==> config.mk <==
export PLATFORM = sky130hd
export DESIGN_NAME = dft_bin_lane_flat
export DESIGN_NICKNAME = d
export VERILOG_FILES = /design/src/dft_bin_pkg.sv /design/src/lane_if.sv /design/src/bin_accumulator.sv /design/src/complex_mult.sv /design/src/dft_bin_lane.sv /design/src/fixed_cast.sv /design/src/sample_delay.sv /design/src/flat_wrapper.sv
export SDC_FILE = /design/constraint.sdc
export NUM_CORES = 2
export LEC_CHECK = 0
export ABC_AREA = 1
export BUFFER_PORTS_ARGS = -buffer_cell sky130_fd_sc_hd__buf_2
export CORE_MARGIN = 8
export CORE_UTILIZATION = 60
export DETAILED_ROUTE_END_ITERATION = 10
export PLACE_DENSITY = 0.79
export SLEW_MARGIN = 20
export SYNTH_ARGS = -nofsm -noshare
export SYNTH_HDL_FRONTEND = slang
export SYNTH_HIERARCHICAL = 1
export SYNTH_SLANG_ARGS = --single-unit
==> constraint.sdc <==
create_clock -name clk -period 11.6 [get_ports clk]
set_input_delay 0.58 -clock clk [delete_from_list [all_inputs] [get_ports clk]]
set_output_delay 0.58 -clock clk [all_outputs]
set_load 0.05 [all_outputs]
==> src/dft_bin_pkg.sv <==
package dft_bin_pkg;

    // input samples, Q1.15
    localparam int din_width = 16;
    localparam int din_point = 15;

    // twiddle factors, Q2.14
    localparam int twidd_width = 16;
    localparam int twidd_point = 14;

    // full precision complex product
    localparam int mult_width = din_width + twidd_width + 1;
    localparam int mult_point = din_point + twidd_point;

    localparam int dout_width = 32;
    localparam int dout_point = 15;

    typedef struct packed {
        logic signed [din_width-1:0] re;
        logic signed [din_width-1:0] im;
    } cplx_sample_t;

    typedef struct packed {
        logic signed [twidd_width-1:0] re;
        logic signed [twidd_width-1:0] im;
    } cplx_twidd_t;

    typedef struct packed {
        logic signed [mult_width-1:0] re;
        logic signed [mult_width-1:0] im;
    } cplx_prod_t;

    typedef struct packed {
        logic signed [dout_width-1:0] re;
        logic signed [dout_width-1:0] im;
    } cplx_out_t;

endpackage

==> src/lane_if.sv <==
`timescale 1ns/100ps

// aligned sample and twiddle for one lane
interface lane_if
    import dft_bin_pkg::*;
();

    cplx_sample_t sample;
    cplx_twidd_t  twiddle;
    logic         valid;
    // only meaningful with valid
    logic         frame_end;

    modport source (
        output sample,
        output twiddle,
        output valid,
        output frame_end
    );

    modport sink (
        input sample,
        input twiddle,
        input valid,
        input frame_end
    );

endinterface

==> src/bin_accumulator.sv <==
`timescale 1ns/100ps

module bin_accumulator
    import dft_bin_pkg::*;
#(
    parameter int MAX_LEN = 16
) (
    input  logic                                              clk,
    input  logic                                              rst,
    input  cplx_prod_t                                        prod,
    input  logic                                              prod_valid,
    input  logic                                              last,
    output logic signed [mult_width+$clog2(MAX_LEN)-1:0]      sum_re,
    output logic signed [mult_width+$clog2(MAX_LEN)-1:0]      sum_im,
    output logic                                              sum_valid
);

    localparam int acc_width = mult_width + $clog2(MAX_LEN);

    logic signed [acc_width-1:0] acc_re;
    logic signed [acc_width-1:0] acc_im;
    logic signed [acc_width-1:0] next_re;
    logic signed [acc_width-1:0] next_im;

    // sign extended add of the new product
    assign next_re = acc_re + acc_width'(prod.re);
    assign next_im = acc_im + acc_width'(prod.im);

    always_ff @(posedge clk) begin
        if (rst) begin
            acc_re    <= '0;
            acc_im    <= '0;
            sum_valid <= 1'b0;
        end else begin
            sum_valid <= prod_valid && last;
            if (prod_valid) begin
                // restart at once so the next frame can follow directly
                if (last) begin
                    acc_re <= '0;
                    acc_im <= '0;
                end else begin
                    acc_re <= next_re;
                    acc_im <= next_im;
                end
            end
        end
    end

    // frame sum including the last product
    always_ff @(posedge clk) begin
        if (prod_valid && last) begin
            sum_re <= next_re;
            sum_im <= next_im;
        end
    end

endmodule

==> src/complex_mult.sv <==
`timescale 1ns/100ps

module complex_mult
    import dft_bin_pkg::*;
(
    input  logic         clk,
    input  logic         rst,
    input  cplx_sample_t a,
    input  cplx_twidd_t  b,
    input  logic         in_valid,
    output cplx_prod_t   p,
    output logic         out_valid
);

    localparam int part_width = din_width + twidd_width;

    logic signed [part_width-1:0] rr;
    logic signed [part_width-1:0] ii;
    logic signed [part_width-1:0] ri;
    logic signed [part_width-1:0] ir;
    logic                         part_valid;

    // stage 1 registers the partial products
    always_ff @(posedge clk) begin
        rr <= part_width'(a.re) * part_width'(b.re);
        ii <= part_width'(a.im) * part_width'(b.im);
        ri <= part_width'(a.re) * part_width'(b.im);
        ir <= part_width'(a.im) * part_width'(b.re);
    end

    // stage 2 adds one bit so nothing wraps
    always_ff @(posedge clk) begin
        p.re <= mult_width'(rr) - mult_width'(ii);
        p.im <= mult_width'(ri) + mult_width'(ir);
    end

    always_ff @(posedge clk) begin
        if (rst) begin
            part_valid <= 1'b0;
            out_valid  <= 1'b0;
        end else begin
            part_valid <= in_valid;
            out_valid  <= part_valid;
        end
    end

endmodule

==> src/dft_bin_lane.sv <==
`timescale 1ns/100ps

module dft_bin_lane
    import dft_bin_pkg::*;
#(
    parameter int MAX_LEN     = 16,
    parameter int TWIDD_DELAY = 1
) (
    input  logic      clk,
    input  logic      rst,
    lane_if.sink      lane,
    output cplx_out_t y,
    output logic      y_valid,
    output logic      overflow
);

    localparam int acc_width    = mult_width + $clog2(MAX_LEN);
    localparam int mult_latency = 2;

    typedef struct packed {
        cplx_sample_t sample;
        cplx_twidd_t  twiddle;
    } pair_t;

    pair_t                       pair_in;
    pair_t                       pair_d;
    logic                        pair_valid;
    cplx_prod_t                  prod;
    logic                        prod_valid;
    logic                        end_flag;
    logic                        end_valid;
    logic signed [acc_width-1:0] sum_re;
    logic signed [acc_width-1:0] sum_im;
    logic                        sum_valid;

    assign pair_in = '{sample: lane.sample, twiddle: lane.twiddle};

    sample_delay #(
        .T     (pair_t),
        .DEPTH (TWIDD_DELAY)
    ) u_pair_delay (
        .clk        (clk),
        .rst        (rst),
        .din        (pair_in),
        .din_valid  (lane.valid),
        .dout       (pair_d),
        .dout_valid (pair_valid)
    );

    complex_mult u_mult (
        .clk       (clk),
        .rst       (rst),
        .a         (pair_d.sample),
        .b         (pair_d.twiddle),
        .in_valid  (pair_valid),
        .p         (prod),
        .out_valid (prod_valid)
    );

    // frame end rides along to meet the product
    sample_delay #(
        .T     (logic),
        .DEPTH (TWIDD_DELAY + mult_latency)
    ) u_end_delay (
        .clk        (clk),
        .rst        (rst),
        .din        (lane.frame_end),
        .din_valid  (lane.valid),
        .dout       (end_flag),
        .dout_valid (end_valid)
    );

    bin_accumulator #(
        .MAX_LEN (MAX_LEN)
    ) u_acc (
        .clk        (clk),
        .rst        (rst),
        .prod       (prod),
        .prod_valid (prod_valid),
        .last       (end_flag && end_valid),
        .sum_re     (sum_re),
        .sum_im     (sum_im),
        .sum_valid  (sum_valid)
    );

    fixed_cast #(
        .MAX_LEN (MAX_LEN)
    ) u_cast (
        .clk       (clk),
        .rst       (rst),
        .sum_re    (sum_re),
        .sum_im    (sum_im),
        .in_valid  (sum_valid),
        .y         (y),
        .out_valid (y_valid),
        .overflow  (overflow)
    );

endmodule

==> src/fixed_cast.sv <==
`timescale 1ns/100ps

module fixed_cast
    import dft_bin_pkg::*;
#(
    parameter int MAX_LEN = 16
) (
    input  logic                                         clk,
    input  logic                                         rst,
    input  logic signed [mult_width+$clog2(MAX_LEN)-1:0] sum_re,
    input  logic signed [mult_width+$clog2(MAX_LEN)-1:0] sum_im,
    input  logic                                         in_valid,
    output cplx_out_t                                    y,
    output logic                                         out_valid,
    output logic                                         overflow
);

    localparam int acc_width = mult_width + $clog2(MAX_LEN);
    localparam int shift     = mult_point - dout_point;
    localparam int sh_width  = acc_width - shift;
    localparam int cmp_width = (sh_width > dout_width) ? sh_width : dout_width;

    localparam logic signed [dout_width-1:0] max_out = {1'b0, {(dout_width-1){1'b1}}};
    localparam logic signed [dout_width-1:0] min_out = {1'b1, {(dout_width-1){1'b0}}};

    // floor shift and clip, msb of the result is the overflow bit
    function automatic logic [dout_width:0] cast_one(input logic signed [acc_width-1:0] v);
        logic signed [cmp_width-1:0] sh;
        sh = cmp_width'(v >>> shift);
        if (sh > max_out) begin
            return {1'b1, max_out};
        end else if (sh < min_out) begin
            return {1'b1, min_out};
        end
        return {1'b0, sh[dout_width-1:0]};
    endfunction

    logic [dout_width:0] cast_re;
    logic [dout_width:0] cast_im;

    assign cast_re = cast_one(sum_re);
    assign cast_im = cast_one(sum_im);

    always_ff @(posedge clk) begin
        y.re <= cast_re[dout_width-1:0];
        y.im <= cast_im[dout_width-1:0];
    end

    always_ff @(posedge clk) begin
        if (rst) begin
            out_valid <= 1'b0;
            overflow  <= 1'b0;
        end else begin
            out_valid <= in_valid;
            overflow  <= in_valid && (cast_re[dout_width] || cast_im[dout_width]);
        end
    end

endmodule

==> src/sample_delay.sv <==
`timescale 1ns/100ps

module sample_delay #(
    parameter type T     = logic,
    parameter int  DEPTH = 1
) (
    input  logic clk,
    input  logic rst,
    input  T     din,
    input  logic din_valid,
    output T     dout,
    output logic dout_valid
);

    generate
        if (DEPTH == 0) begin : g_bypass
            assign dout       = din;
            assign dout_valid = din_valid;
        end else begin : g_shift
            T           data_q [DEPTH];
            logic [DEPTH-1:0] valid_q;

            always_ff @(posedge clk) begin
                data_q[0] <= din;
                for (int i = 1; i < DEPTH; i++) begin
                    data_q[i] <= data_q[i-1];
                end
            end

            always_ff @(posedge clk) begin
                if (rst) begin
                    valid_q <= '0;
                end else begin
                    valid_q[0] <= din_valid;
                    for (int i = 1; i < DEPTH; i++) begin
                        valid_q[i] <= valid_q[i-1];
                    end
                end
            end

            assign dout       = data_q[DEPTH-1];
            assign dout_valid = valid_q[DEPTH-1];
        end
    endgenerate

endmodule

==> src/flat_wrapper.sv <==
// flat-port wrapper written by rule: the top's interface ports become plain ports
module dft_bin_lane_flat import dft_bin_pkg::*;
#(
    parameter int MAX_LEN     = 16,
    parameter int TWIDD_DELAY = 1
)
  (clk, rst, y, y_valid, overflow, lane_sample, lane_twiddle, lane_valid, lane_frame_end);
  lane_if lane_i ();
  input  logic clk;
  input  logic rst;
  output cplx_out_t y;
  output logic y_valid;
  output logic overflow;
  input wire logic [$bits(lane_i.sample)-1:0] lane_sample;
  input wire logic [$bits(lane_i.twiddle)-1:0] lane_twiddle;
  input wire logic [$bits(lane_i.valid)-1:0] lane_valid;
  input wire logic [$bits(lane_i.frame_end)-1:0] lane_frame_end;
  assign lane_i.sample = lane_sample;
  assign lane_i.twiddle = lane_twiddle;
  assign lane_i.valid = lane_valid;
  assign lane_i.frame_end = lane_frame_end;
  dft_bin_lane #(.MAX_LEN(MAX_LEN), .TWIDD_DELAY(TWIDD_DELAY)) u_core (.clk(clk), .rst(rst), .lane(lane_i), .y(y), .y_valid(y_valid), .overflow(overflow));
endmodule
==> flow_summary.json <==
{
  "initial_utilization_pct": 60.6,
  "fillers": 9188,
  "ant_nets": 0,
  "path_class": "reg -> reg",
  "synth.net_count": 10300,
  "via_per_inst": 5.25,
  "tns_ns": 0,
  "synth_area_mm2": 0.0639,
  "multi_input_area_mm2": 0.0448,
  "worst_slew_pin_slew_ns": 1.04,
  "grt_pass1_vias": 55300,
  "ff_latch_area_mm2": 0.00924,
  "path_clk_slew_ns": 0.06,
  "rows": 119,
  "drt_first_iter_violations": 4241,
  "worstSetupEndpointType": "flip-flop",
  "synth.avg_cell_area_um2": 7.36,
  "crit_fanout": 14,
  "relSlewSlack_pct": 30.5,
  "crit_required_ns": 12.14,
  "fin_crit_sh_pct": 54.6,
  "drcViolationCount": 0,
  "grt_max_degree": 83,
  "hold_depth": 1,
  "synthCells": 8682,
  "rsz0062_at_grt": "false",
  "cts_root_buf": "clkbuf_16",
  "fmax_ghz": 0.158,
  "clock-skew-final_ns": 0.0198,
  "cp.arrival_ns": 6.87,
  "track_usage_pct": 29.3,
  "wl_per_cell_um": 16.8,
  "fin_crit_ns": 6.33,
  "min_path_type": "in -> reg",
  "clock_latency_ns": 0.65,
  "slew_violations": 0,
  "die_h_um": 342,
  "ios": 134,
  "cts_tree": "done",
  "overflow": 0,
  "postRouteWirelength_um": 170000,
  "r2r_end": "u_core/u_mult/ii[24]",
  "drive_above_1_share_pct": 4.61,
  "clock-sinks": 438,
  "status": "finished clean",
  "post_cts_resized": 0,
  "worstReg2RegStart": "u_core/u_pair_delay/g_shift.data_q[0][15]",
  "die_area_mm2": 0.117,
  "first_pass_iters": 6,
  "ys_warn_count": 6,
  "cap_viol_max_count": 0,
  "clk_path_buf_depth": 3,
  "antenna_found_initial": 3,
  "cp-start-kind": "flip-flop",
  "report.final.setup_viol": 0,
  "core_mm2": 0.106,
  "place.gp.congestion": 0.963,
  "grt_first_pass_wirelength_um": 277000,
  "hold_start": "lane_twiddle[30]",
  "r2r_setup_slack_ns": 5.27,
  "min_to": "u_core/u_pair_delay/g_shift.data_q[0][30]",
  "dp_hpwl_um": 137000,
  "layout.nets": 10300,
  "cts_buffers": 50,
  "die_w_um": 342,
  "syn_to_final_growth_pct": 5.86,
  "r2r_cells": 19,
  "htreeDepth": 2,
  "io_buffer_count": 133,
  "vias": 53200,
  "hold_viol_final": 0
}
[worst max path at each step]
stage,startpoint,endpoint,slack (ns),cells after the start
after floorplan,u_core/u_pair_delay/g_shift.data_q[0][47],u_core/u_mult/ir[28],6.21,19
after global placement,u_core/u_pair_delay/g_shift.data_q[0][15],u_core/u_mult/ii[24],5.56,19
after detailed placement,u_core/u_pair_delay/g_shift.data_q[0][15],u_core/u_mult/ii[24],5.37,19
after CTS,u_core/u_pair_delay/g_shift.data_q[0][15],u_core/u_mult/ii[24],5.36,19
after global routing,u_core/u_pair_delay/g_shift.data_q[0][15],u_core/u_mult/ii[24],5.10,19
final,u_core/u_pair_delay/g_shift.data_q[0][15],u_core/u_mult/ii[24],5.27,19
[layout make-up]
type | instances | area share (%)
multi-input combinational | 5621 | 66.2
tap | 1391 | 2.57
antenna | 1 | 0.00370
sequential | 438 | 13.7
inverter | 2389 | 13.2
clock inverter | 33 | 0.593
timing repair buffer | 197 | 1.72
clock buffer | 61 | 2.02
[worst max-delay path, cell delays in order (launching register included)]
cell,delay [ns]
dfxtp_1,0.59
clkinv_1,0.62
buf_4,0.43
nor2_1,0.17
fa_1,0.46
fa_1,0.46
fa_1,0.55
fa_1,0.46
fa_1,0.50
inv_1,0.05
fa_1,0.48
inv_1,0.04
ha_1,0.35
nand2_1,0.09
nor2_1,0.15
inv_1,0.10
nor3_1,0.31
nand3_1,0.22
nand4_1,0.14
nand2_1,0.07
[placed cells by master (no fill, tap or decap), types with 10 or more instances in the layout]
cell,instances
nand2_1,2610
buf_4,57
nor3_2,10
dfxtp_1,381
nand4_1,60
nand3_1,311
and2_1,45
nor2_1,361
clkbuf_16,52
buf_2,133
xnor2_1,18
inv_1,2376
inv_2,11
nor3_1,60
o21ai_0,64
a21oi_1,282
edfxtp_1,46
fa_1,1052
nand2_2,45
nor2_2,17
xor2_1,108
o21bai_1,42
ha_1,464
nand3b_1,20
dfxtp_2,11
[layer usage]
layer | vias to the layer above | wire length (um) | global-route usage [%]
met4 | 4 | 5450 | 9.00
met3 | 438 | 15800 | 5.28
met1 | 25300 | 70400 | 39.1
met5 | - | 27 | 0
met2 | 2323 | 78400 | 48.6
li1 | 25100 | - | -
[stage by stage]
stage	instances	utilization, %	cell area [um^2]	setup slack (ns)	hold WS [ns]
2_1_floorplan	8682	-	63900	6.21	0.310
3_3_place_gp	10000	62.4	65800	5.56	0.318
3_5_place_dp	10000	62.4	65800	5.37	0.315
4_1_cts	10100	64.1	67700	5.36	0.000226
5_1_grt	10100	64.1	67700	5.10	0.0170
6_report	10100	64.1	67700	5.27	0.0371
[flip-flops by register name (all words and copies together) (netlist names), 32 cells and up]
| register | count |
|---|---|
| u_core/u_mult/rr | 32 |
| u_core/u_pair_delay/g_shift.data_q | 64 |
| u_core/u_acc/acc_im | 37 |
| u_core/u_mult/ir | 32 |
| u_core/u_cast/y | 48 |
| u_core/u_mult/p | 66 |
| u_core/u_mult/ii | 32 |
| u_core/u_mult/ri | 32 |
| u_core/u_acc/acc_re | 37 |
[repair_timing]
action / CTS / global route
setup buffers: 0 / 0
hold buffers: 7 / 0
hold endpoints to repair: 7 / 0
Power is left out: the tool's default activity adds up to more than one toggle a clock period on the data nets, which glitch-free logic cannot reach.
