==> config.mk <==
export PLATFORM = sky130hd
export DESIGN_NAME = twiddle_table
export DESIGN_NICKNAME = d
export VERILOG_FILES = /design/src/dft_bin_pkg.sv /design/src/twiddle_table.sv
export SDC_FILE = /design/constraint.sdc
export NUM_CORES = 1
export LEC_CHECK = 0
export BUFFER_PORTS_ARGS = -buffer_cell sky130_fd_sc_hd__buf_4
export CAP_MARGIN = 20
export CORE_UTILIZATION = 60
export DETAILED_ROUTE_END_ITERATION = 6
export GPL_TIMING_DRIVEN = 0
export PLACE_DENSITY_LB_ADDON = 0.25
export SLEW_MARGIN = 20
export SYNTH_ARGS = -nofsm -noshare
export SYNTH_HDL_FRONTEND = slang
export SYNTH_SLANG_ARGS = --single-unit
export TNS_END_PERCENT = 10
==> constraint.sdc <==
create_clock -name clk -period 11.2 [get_ports clk]
set_input_delay 1.68 -clock clk [delete_from_list [all_inputs] [get_ports clk]]
set_output_delay 1.68 -clock clk [all_outputs]
set_load 0.02 [all_outputs]
==> src/dft_bin_pkg.sv <==
package dft_bin_pkg;

    // input samples, Q1.15
    localparam int din_width = 16;
    localparam int din_point = 15;

    // twiddle factors, Q2.14
    localparam int twidd_width = 16;
    localparam int twidd_point = 14;

    // full precision complex product
    localparam int mult_width = din_width + twidd_width + 1;
    localparam int mult_point = din_point + twidd_point;

    localparam int dout_width = 32;
    localparam int dout_point = 15;

    typedef struct packed {
        logic signed [din_width-1:0] re;
        logic signed [din_width-1:0] im;
    } cplx_sample_t;

    typedef struct packed {
        logic signed [twidd_width-1:0] re;
        logic signed [twidd_width-1:0] im;
    } cplx_twidd_t;

    typedef struct packed {
        logic signed [mult_width-1:0] re;
        logic signed [mult_width-1:0] im;
    } cplx_prod_t;

    typedef struct packed {
        logic signed [dout_width-1:0] re;
        logic signed [dout_width-1:0] im;
    } cplx_out_t;

endpackage

==> src/twiddle_table.sv <==
`timescale 1ns/100ps

module twiddle_table
    import dft_bin_pkg::*;
#(
    parameter int MAX_LEN = 16
) (
    input  logic                       clk,
    input  logic                       rst,
    input  logic                       we,
    input  logic [$clog2(MAX_LEN)-1:0] waddr,
    input  cplx_twidd_t                wdata,
    input  logic                       rd_en,
    input  logic [$clog2(MAX_LEN)-1:0] frame_last,
    output cplx_twidd_t                twidd,
    output logic                       twidd_valid,
    output logic                       frame_end
);

    localparam int addr_width = $clog2(MAX_LEN);

    cplx_twidd_t           mem [MAX_LEN];
    logic [addr_width-1:0] pos;

    // a read in the same cycle still sees the old data
    always_ff @(posedge clk) begin
        if (we) begin
            mem[waddr] <= wdata;
        end
    end

    always_ff @(posedge clk) begin
        twidd <= mem[pos];
    end

    // frame position
    always_ff @(posedge clk) begin
        if (rst) begin
            pos         <= '0;
            twidd_valid <= 1'b0;
            frame_end   <= 1'b0;
        end else begin
            twidd_valid <= rd_en;
            frame_end   <= rd_en && (pos == frame_last);
            if (rd_en) begin
                if (pos == frame_last) begin
                    pos <= '0;
                end else begin
                    pos <= pos + addr_width'(1);
                end
            end
        end
    end

endmodule
==> insert_results.sql, run 1 <==
INSERT INTO impl_metrics (metric_group, metric, value, unit) VALUES
('yosys', 'ys_seq_area_frac', '0.800', ''),
('die', 'floorplan.initialDensity', '0.615', ''),
('critical_path', 'cp_max_fanout', '8', ''),
('sta', 'max_clock_freq', '0.309', 'GHz'),
('critical_path', 'critical_path.endpoint_type', 'flip-flop', ''),
('yosys', 'yosys-top-cells-area', 'sky130_fd_sc_hd__edfxtp_1, sky130_fd_sc_hd__mux4_2, sky130_fd_sc_hd__dfxtp_1, sky130_fd_sc_hd__a22oi_1, sky130_fd_sc_hd__nand2_1', ''),
('yosys', 'synth.net_count', '918', ''),
('yosys', 'post_synth_xor_area_fraction', '0.00174', ''),
('die', 'die_width', '185', 'microns'),
('critical_path', 'setup.worst_path.start', 'waddr[2]', ''),
('min_path', 'hold_class', 'reg2reg', ''),
('cts', 'clock_tree.buffer_depth', '3', ''),
('layout', 'insertedDiodeCount', '0', ''),
('cts', 'cts.reportedPaths.clkPinSlew', '60', 'ps'),
('sta', 'endpoints_failing_setup', '0', ''),
('cts', 'clock_sinks', '550', ''),
('job', 'drv_cap', '0', ''),
('detailed_routing', 'via_per_inst', '6.42', ''),
('pwr', 'cellPowerDensity', '179', 'nW/um^2'),
('cts', 'cts.hold.buffers_added', '0', ''),
('global_route', 'grt_pass1_wl', '64.7', 'mm'),
('detailed_routing', 'detail-route-antenna-nets', '0', ''),
('layout', 'post_route_cells_drive_above_1_share', '0.323', ''),
('sta', 'slew_viol_final', '0', ''),
('layout', 'final_nets', '1084', ''),
('global_route', 'antenna_found_initial', '0', ''),
('placed_design', 'gpl.final_weighted_congestion', '0.729', ''),
('die', 'floorplan.core_area', '32800', 'sq um'),
('yosys', 'combinational_family_with_the_most_area_after_synthesis', 'multiplexers', ''),
('detailed_routing', 'route.vias.total', '9769', ''),
('placed_design', 'detailed_place_hpwl', '26.4', 'mm'),
('yosys', 'yosys.area_share.simple', '0.0171', ''),
('sta', 'finalHoldViolations', '0', ''),
('global_route', 'number_of_global_route_vias_before_repair', '10065', ''),
('global_route', 'maximum_number_of_pins_on_one_net_before_global_route_repair', '19', ''),
('die', 'ios', '78', ''),
('cts', 'worstSkewPairLatency', '560', 'ps'),
('pwr', 'sw_ratio', '0.204', ''),
('yosys', 'synth.cell_area', '20200', 'sq um'),
('sta', 'setup-tns-final', '0', 'ps'),
('pwr', 'clock_power_share', '0.391', ''),
('layout', 'design_area', '23600', 'sq um'),
('placed_design', 'total_cell_area_at_the_placement_stage', '22000', 'sq um'),
('detailed_routing', 'drt-pass1-iter-count', '7', ''),
('cts', 'cts_inserted_buffers', '52', ''),
('detailed_routing', 'drc_markers', '0', ''),
('run_status', 'result_of_the_run', 'complete, no violations', ''),
('yosys', 'ys_warn_count', '0', ''),
('yosys', 'synth_top_area_cell', 'sky130_fd_sc_hd__edfxtp_1', ''),
('die', 'die-area', '34400', 'sq um'),
('critical_path', 'worst-setup-path-type', 'in2reg', ''),
('global_route', 'grt.overflow.total', '0', ''),
('cts', 'htree_levels', '2', ''),
('yosys', 'synth_adder_area_share', '0.000620', ''),
('critical_path', 'critPathLaunchType', 'input pin', ''),
('yosys', 'synthesis.area_per_instance', '23.1', 'sq um'),
('sta', 'fin_worst_hold_slack', '676', 'ps'),
('detailed_routing', 'drt-wirelength-per-cell', '29.2', 'microns'),
('yosys', 'yosys_register_bits', '550', ''),
('pwr', 'seqPwrFrac', '0.546', ''),
('critical_path', 'required', '11450', 'ps'),
('detailed_routing', 'finalWirelength', '44.4', 'mm'),
('critical_path', 'reg2reg_from', 'pos[1]', ''),
('cts', 'clock_tree_from_tritoncts', 'yes', ''),
('die', 'fp-row-count', '66', ''),
('pwr', 'cell_leakage_power', '7.54', 'nW'),
('sta', 'layout_worst_path_cycle_share', '0.289', ''),
('yosys', 'synth_cell_types', '24', ''),
('pwr', 'vdd_drop_max', '0.000142', 'V'),
('layout', 'syn2layout_area_growth', '17.1', '%'),
('die', 'die_h', '185', 'microns');
-- cells by family after synthesis --
family,count (synthesis)
buf+inv,48
compound gates,68
flops,550
mux,128
fa+ha+maj,1
xor+xnor,4
simple gates,74
-- cell type report --
class	instances	area, sq um
buffer	48	262
clock buffer	78	1470
clock inverter	16	130
fill	1839	9170
multi-input combinational	275	3890
sequential	550	16100
tap	442	553
timing repair buffer	112	1180
-- layout by cell type (no fill, tap or decap), types with 2 or more instances in the layout --
master,synthesis,layout
sky130_fd_sc_hd__buf_4,1,91
sky130_fd_sc_hd__a22oi_1,64,64
sky130_fd_sc_hd__dfxtp_1,38,38
sky130_fd_sc_hd__nor3_2,0,4
sky130_fd_sc_hd__clkinv_1,0,5
sky130_fd_sc_hd__nand3b_1,4,4
sky130_fd_sc_hd__clkbuf_16,0,53
sky130_fd_sc_hd__clkinv_2,0,7
sky130_fd_sc_hd__a21oi_1,2,2
sky130_fd_sc_hd__xnor2_1,4,4
sky130_fd_sc_hd__nor2_1,14,2
sky130_fd_sc_hd__buf_6,8,13
sky130_fd_sc_hd__clkbuf_1,24,44
sky130_fd_sc_hd__buf_12,0,3
sky130_fd_sc_hd__edfxtp_1,512,512
sky130_fd_sc_hd__buf_2,14,14
sky130_fd_sc_hd__nand3_1,5,5
sky130_fd_sc_hd__bufinv_16,0,2
sky130_fd_sc_hd__nand2b_1,6,6
sky130_fd_sc_hd__clkbuf_8,0,5
sky130_fd_sc_hd__a31oi_1,2,2
sky130_fd_sc_hd__mux4_2,128,128
sky130_fd_sc_hd__nor2b_1,4,4
sky130_fd_sc_hd__buf_16,0,14
sky130_fd_sc_hd__nand2_1,33,33
sky130_fd_sc_hd__nor2_4,0,12
-- worst max-delay path: stages --
cell and delay, ps:
sky130_fd_sc_hd__buf_4 120, sky130_fd_sc_hd__or3b_2 590, sky130_fd_sc_hd__nor3_2 630, sky130_fd_sc_hd__buf_6 250, sky130_fd_sc_hd__buf_4 210
-- Yosys cell counts --
cell type,instances
sky130_fd_sc_hd__a21oi_1,2
sky130_fd_sc_hd__a22oi_1,64
sky130_fd_sc_hd__a31oi_1,2
sky130_fd_sc_hd__and2_1,1
sky130_fd_sc_hd__buf_1,1
sky130_fd_sc_hd__buf_2,14
sky130_fd_sc_hd__buf_4,1
sky130_fd_sc_hd__buf_6,8
sky130_fd_sc_hd__clkbuf_1,24
sky130_fd_sc_hd__dfxtp_1,38
sky130_fd_sc_hd__edfxtp_1,512
sky130_fd_sc_hd__ha_1,1
sky130_fd_sc_hd__mux4_2,128
sky130_fd_sc_hd__nand2_1,33
sky130_fd_sc_hd__nand2b_1,6
sky130_fd_sc_hd__nand3_1,5
sky130_fd_sc_hd__nand3b_1,4
sky130_fd_sc_hd__nand4_1,1
sky130_fd_sc_hd__nand4b_1,1
sky130_fd_sc_hd__nor2_1,14
sky130_fd_sc_hd__nor2b_1,4
sky130_fd_sc_hd__nor3_1,4
sky130_fd_sc_hd__or3b_2,1
sky130_fd_sc_hd__xnor2_1,4
-- flip-flops by register name (all words and copies together) (netlist names) --
signal,cells
pos,4
mem,512
twidd_valid,1
frame_end,1
twidd,32
-- path summary, 6_finish.rpt --
kind / endpoint / slack [ps] / cells past startpoint
min reg2reg: twidd[20] / 680 / 3
min: twidd[20] / 680 / 3
max: mem[0][21] / 7960 / 5
max reg2reg: twidd[9] / 8680 / 6
-- metrics by stage --
stage / instances / total power (W) / setup WS (ps) / utilization
after floorplan: 873 / 0.00250 / 6340 / -
after global placement: 1391 / 0.00260 / 3760 / 0.650
after detailed placement: 1427 / 0.00261 / 7370 / 0.672
after CTS: 1521 / 0.00425 / 7960 / 0.720
after global routing: 1521 / 0.00434 / 7900 / 0.720
final: 1521 / 0.00423 / 7960 / 0.720
-- power by group through the flow --
stage / Sequential [W] / Clock, W / Combinational (W)
2_1_floorplan: 0.00237 / 0 / 0.000135
3_3_place_gp: 0.00235 / 0 / 0.000246
3_5_place_dp: 0.00235 / 0 / 0.000263
4_1_cts: 0.00231 / 0.00167 / 0.000267
5_1_grt: 0.00231 / 0.00175 / 0.000280
6_report: 0.00231 / 0.00165 / 0.000265
-- metal layers --
layer,track usage,part of all wire
met5,0,0
met4,0.0985,0.031
met3,0.0423,0.084
met2,0.452,0.51
met1,0.367,0.38
(Power assumes the default switching activity.)
==> run 2, diff against run 1 <==
--- a/config.mk
+++ b/config.mk
@@ -5,9 +5,10 @@
 export SDC_FILE = /design/constraint.sdc
 export NUM_CORES = 1
 export LEC_CHECK = 0
+export ABC_AREA = 1
 export BUFFER_PORTS_ARGS = -buffer_cell sky130_fd_sc_hd__buf_4
 export CAP_MARGIN = 20
-export CORE_UTILIZATION = 60
+export CORE_UTILIZATION = 56
 export DETAILED_ROUTE_END_ITERATION = 6
 export GPL_TIMING_DRIVEN = 0
 export PLACE_DENSITY_LB_ADDON = 0.25
==> constraint.sdc (replaced) <==
create_clock -name clk -period 2.9 [get_ports clk]
set_input_delay 0.435 -clock clk [delete_from_list [all_inputs] [get_ports clk]]
set_output_delay 0.435 -clock clk [all_outputs]
set_load 0.02 [all_outputs]
==> run 2 against run 1 <==
Utilization shrank 5.4 points. Combinational power grew to 6.1 times the previous value. Clock-buffer cell count grew 2. Final cell count grew 80%.
==> insert_results.sql, run 2 <==
INSERT INTO impl_metrics (metric_group, metric, value, unit) VALUES
('run_status', 'result_of_the_run', 'complete, no violations', ''),
('min_path', 'hold_class', 'in2reg', ''),
('sta', 'endpoints_failing_setup', '0', ''),
('critical_path', 'critPathLaunchType', 'flip-flop', ''),
('yosys', 'synth.net_count', '2058', ''),
('cts', 'post_cts.repair.setup_buffers', '0', ''),
('cts', 'clock_sinks', '550', ''),
('detailed_routing', 'wl_met1', '23.1', 'mm'),
('layout', 'regMostFlops', 'mem', ''),
('layout', 'layout.cells.non_filler', '2731', ''),
('cts', 'clock_tree.buffer_depth', '3', ''),
('placed_design', 'detailed_place_hpwl', '39.0', 'mm'),
('cts', 'root_buffer', 'sky130_fd_sc_hd__clkbuf_16', ''),
('detailed_routing', 'dr.first_iter.drc_count', '2135', ''),
('cts', 'htree_levels', '2', ''),
('min_path', 'worst_min_path_start', 'rst', ''),
('sta', 'timing.clock.skew', '26.8', 'ps'),
('die', 'die_h', '202', 'microns'),
('global_route', 'antenna_found_initial', '0', ''),
('pwr', 'cellPowerDensity', '672', 'nW/um^2'),
('yosys', 'ys_seq_area_frac', '0.722', ''),
('yosys', 'yosys.cell_count.top_type', 'sky130_fd_sc_hd__nand2_1', ''),
('die', 'fp-row-count', '72', ''),
('critical_path', 'reg2reg_from', 'pos[1]', ''),
('cts', 'cts.reportedPaths.clkPinSlew', '60', 'ps'),
('yosys', 'ys_warn_count', '0', ''),
('yosys', 'synth_edf_count', '512', ''),
('global_route', 'number_of_global_route_vias_before_repair', '15262', ''),
('placed_design', 'placedCellCount', '2629', ''),
('cts', 'clock_tree_from_tritoncts', 'yes', ''),
('global_route', 'maximum_number_of_pins_on_one_net_before_global_route_repair', '20', ''),
('yosys', 'synth.cell_area', '22400', 'sq um'),
('die', 'ios', '78', ''),
('critical_path', 'register_to_register_setup_slack', '950', 'ps'),
('pwr', 'cell_leakage_power', '10.5', 'nW'),
('layout', 'syn2layout_area_growth', '16.3', '%'),
('layout', 'layout.cells.most_common_list', 'sky130_fd_sc_hd__nand2_1, sky130_fd_sc_hd__edfxtp_1, sky130_fd_sc_hd__nand3_1', ''),
('sta', 'finalHoldViolations', '0', ''),
('sta', 'max_clock_freq', '0.512', 'GHz'),
('detailed_routing', 'drc_markers', '0', ''),
('sta', 'timing.slew.headroom', '0.347', ''),
('cts', 'worstSkewPairLatency', '610', 'ps'),
('detailed_routing', 'highest-signal-layer', 'met4', ''),
('yosys', 'yosys-top-cells-area', 'sky130_fd_sc_hd__edfxtp_1, sky130_fd_sc_hd__nand2_1, sky130_fd_sc_hd__nand3_1, sky130_fd_sc_hd__dfxtp_1, sky130_fd_sc_hd__inv_1', ''),
('sta', 'final_critical_path_time_including_i_o_delays_and_setup', '1950', 'ps'),
('critical_path', 'cells_on_worst_reg2reg_path', '7', ''),
('global_route', 'grt.overflow.total', '0', ''),
('sta', 'layout_worst_path_cycle_share', '0.673', ''),
('yosys', 'async_flop_share', '0', ''),
('layout', 'commonest_non_fill_non_tap_cell_in_the_layout', 'sky130_fd_sc_hd__nand2_1', ''),
('layout', 'postLayoutCoreUtil', '0.667', ''),
('critical_path', 'setup.worst_path.start', 'pos[1]', ''),
('detailed_routing', 'detailroute.wirelength.met3', '7.19', 'mm'),
('min_path', 'worst_hold_path_depth', '2', ''),
('detailed_routing', 'detailroute.wirelength.met2', '29.6', 'mm'),
('layout', 'final_nets', '2214', ''),
('critical_path', 'critical_path.endpoint_type', 'flip-flop', ''),
('detailed_routing', 'detail-route-antenna-nets', '0', ''),
('critical_path', 'arrival', '2400', 'ps'),
('yosys', 'dominantRegCellSynth', 'sky130_fd_sc_hd__edfxtp_1', ''),
('yosys', 'synth_top_area_cell', 'sky130_fd_sc_hd__edfxtp_1', ''),
('critical_path', 'required', '3340', 'ps'),
('yosys', 'synthesis.area_per_instance', '11.1', 'sq um'),
('global_route', 'gr-usage-all-layers', '0.310', ''),
('critical_path', 'worst-setup-path-type', 'reg2reg', ''),
('yosys', 'synth_cells', '2013', ''),
('pwr', 'vdd_drop_max', '0.000556', 'V'),
('yosys', 'yosys_register_bits', '550', ''),
('critical_path', 'cp_max_fanout', '10', ''),
('cts', 'cts.hold.buffers_added', '0', ''),
('global_route', 'grt_pass1_wl', '91.9', 'mm'),
('sta', 'max_slew.worst_pin.slew', '980', 'ps'),
('layout', 'post_route_cells_drive_above_1_share', '0.125', ''),
('yosys', 'synth_cell_types', '21', ''),
('placed_design', 'gpl.final_weighted_congestion', '0.832', ''),
('yosys', 'post-synth-top-area-fraction', '0.688', ''),
('cts', 'cts_inserted_buffers', '55', ''),
('detailed_routing', 'via_per_inst', '5.69', ''),
('layout', 'insertedDiodeCount', '0', ''),
('job', 'drv_cap', '0', ''),
('detailed_routing', 'drt-wirelength-per-cell', '22.9', 'microns'),
('die', 'floorplan.initialDensity', '0.573', ''),
('layout', 'max_ffs_per_register', '512', ''),
('yosys', 'top_post_synthesis_cells_by_count', 'sky130_fd_sc_hd__nand2_1, sky130_fd_sc_hd__edfxtp_1, sky130_fd_sc_hd__nand3_1', ''),
('placed_design', 'portBuffers', '77', ''),
('die', 'die_width', '202', 'microns'),
('die', 'die-area', '40700', 'sq um'),
('cts', 'postCtsResizedCells', '0', ''),
('detailed_routing', 'route.vias.total', '15538', ''),
('detailed_routing', 'drt-pass1-iter-count', '6', ''),
('sta', 'rsz0062_at_grt', 'false', ''),
('detailed_routing', 'finalWirelength', '62.5', 'mm'),
('layout', 'reg_top3', 'mem: 512 flops, twidd: 32 flops, pos: 4 flops', ''),
('die', 'floorplan.core_area', '39000', 'sq um'),
('sta', 'slew_viol_final', '0', '');
run 2: cell count changes after synthesis, moves of 9 or more:
cell                       change
sky130_fd_sc_hd__o21ai_0      +25
sky130_fd_sc_hd__o21ai_1       +9
sky130_fd_sc_hd__nand2_1     +796
sky130_fd_sc_hd__clkbuf_1      -9
sky130_fd_sc_hd__nand3_1     +252
sky130_fd_sc_hd__inv_1       +142
sky130_fd_sc_hd__mux4_2      -128
sky130_fd_sc_hd__buf_2        +29
sky130_fd_sc_hd__a22oi_1      -64
sky130_fd_sc_hd__nor2_1       +71
sky130_fd_sc_hd__buf_6        +24
run 2: path summary, 6_finish.rpt:
kind                                  end
worst max-delay path            twidd[24]
worst min-delay path               pos[1]
worst max register to register  twidd[24]
worst min register to register   twidd[9]
run 2: worst max-delay path: stages (launching register included):
cell	delay [ps]
sky130_fd_sc_hd__dfxtp_1	330
sky130_fd_sc_hd__inv_2	140
sky130_fd_sc_hd__clkbuf_1	650
sky130_fd_sc_hd__nor2_1	110
sky130_fd_sc_hd__o21ai_1	150
sky130_fd_sc_hd__nand3_1	140
sky130_fd_sc_hd__nand3_1	100
sky130_fd_sc_hd__nand2_1	170
run 2: metrics by stage:
step | hold WS [ps] | TNS [ps] | area [sq um] | setup slack, ps | power (W)
after detailed placement | 567 | 0 | 24300 | 668 | 0.0107
after global routing | 55.8 | 0 | 26000 | 940 | 0.0179
after floorplan | 504 | 0 | 22400 | 472 | 0.00998
after global placement | 573 | -558610 | 23600 | -1230 | 0.0106
after CTS | 39.9 | 0 | 26000 | 881 | 0.0175
final | 63.6 | 0 | 26000 | 948 | 0.0175
run 2: cell families after synthesis:
logic type	Yosys count	share of synthesized area
AND/OR/NAND/NOR	1174	0.212
flip-flops	550	0.722
buffers and inverters	250	0.0573
AO/OA/AOI/OAI	38	0.00862
adder cells (fa/ha/maj)	1	0.000560
run 2: report_power, final:
| part | internal (W) | switching (W) | leakage, nW |
|---|---|---|---|
| Clock | 0.00399 | 0.00293 | 0.856 |
| Sequential | 0.00888 | 0.0000556 | 4.94 |
| Combinational | 0.000504 | 0.00112 | 4.74 |
| Total | 0.0134 | 0.00410 | 10.5 |
run 2: routing by layer:
layer,vias up,global-route usage
li1,6996,-
met1,7338,0.407
met2,1029,0.505
met3,175,0.0619
met4,0,0.132
met5,-,0
run 2: cell type report:
class / instances / area [sq um]
sequential: 550 / 16100
fill: 2765 / 13000
multi-input combinational: 1213 / 5060
clock buffer: 80 / 1560
timing repair buffer: 99 / 1140
buffer: 106 / 733
tap: 518 / 648
inverter: 144 / 548
clock inverter: 21 / 179
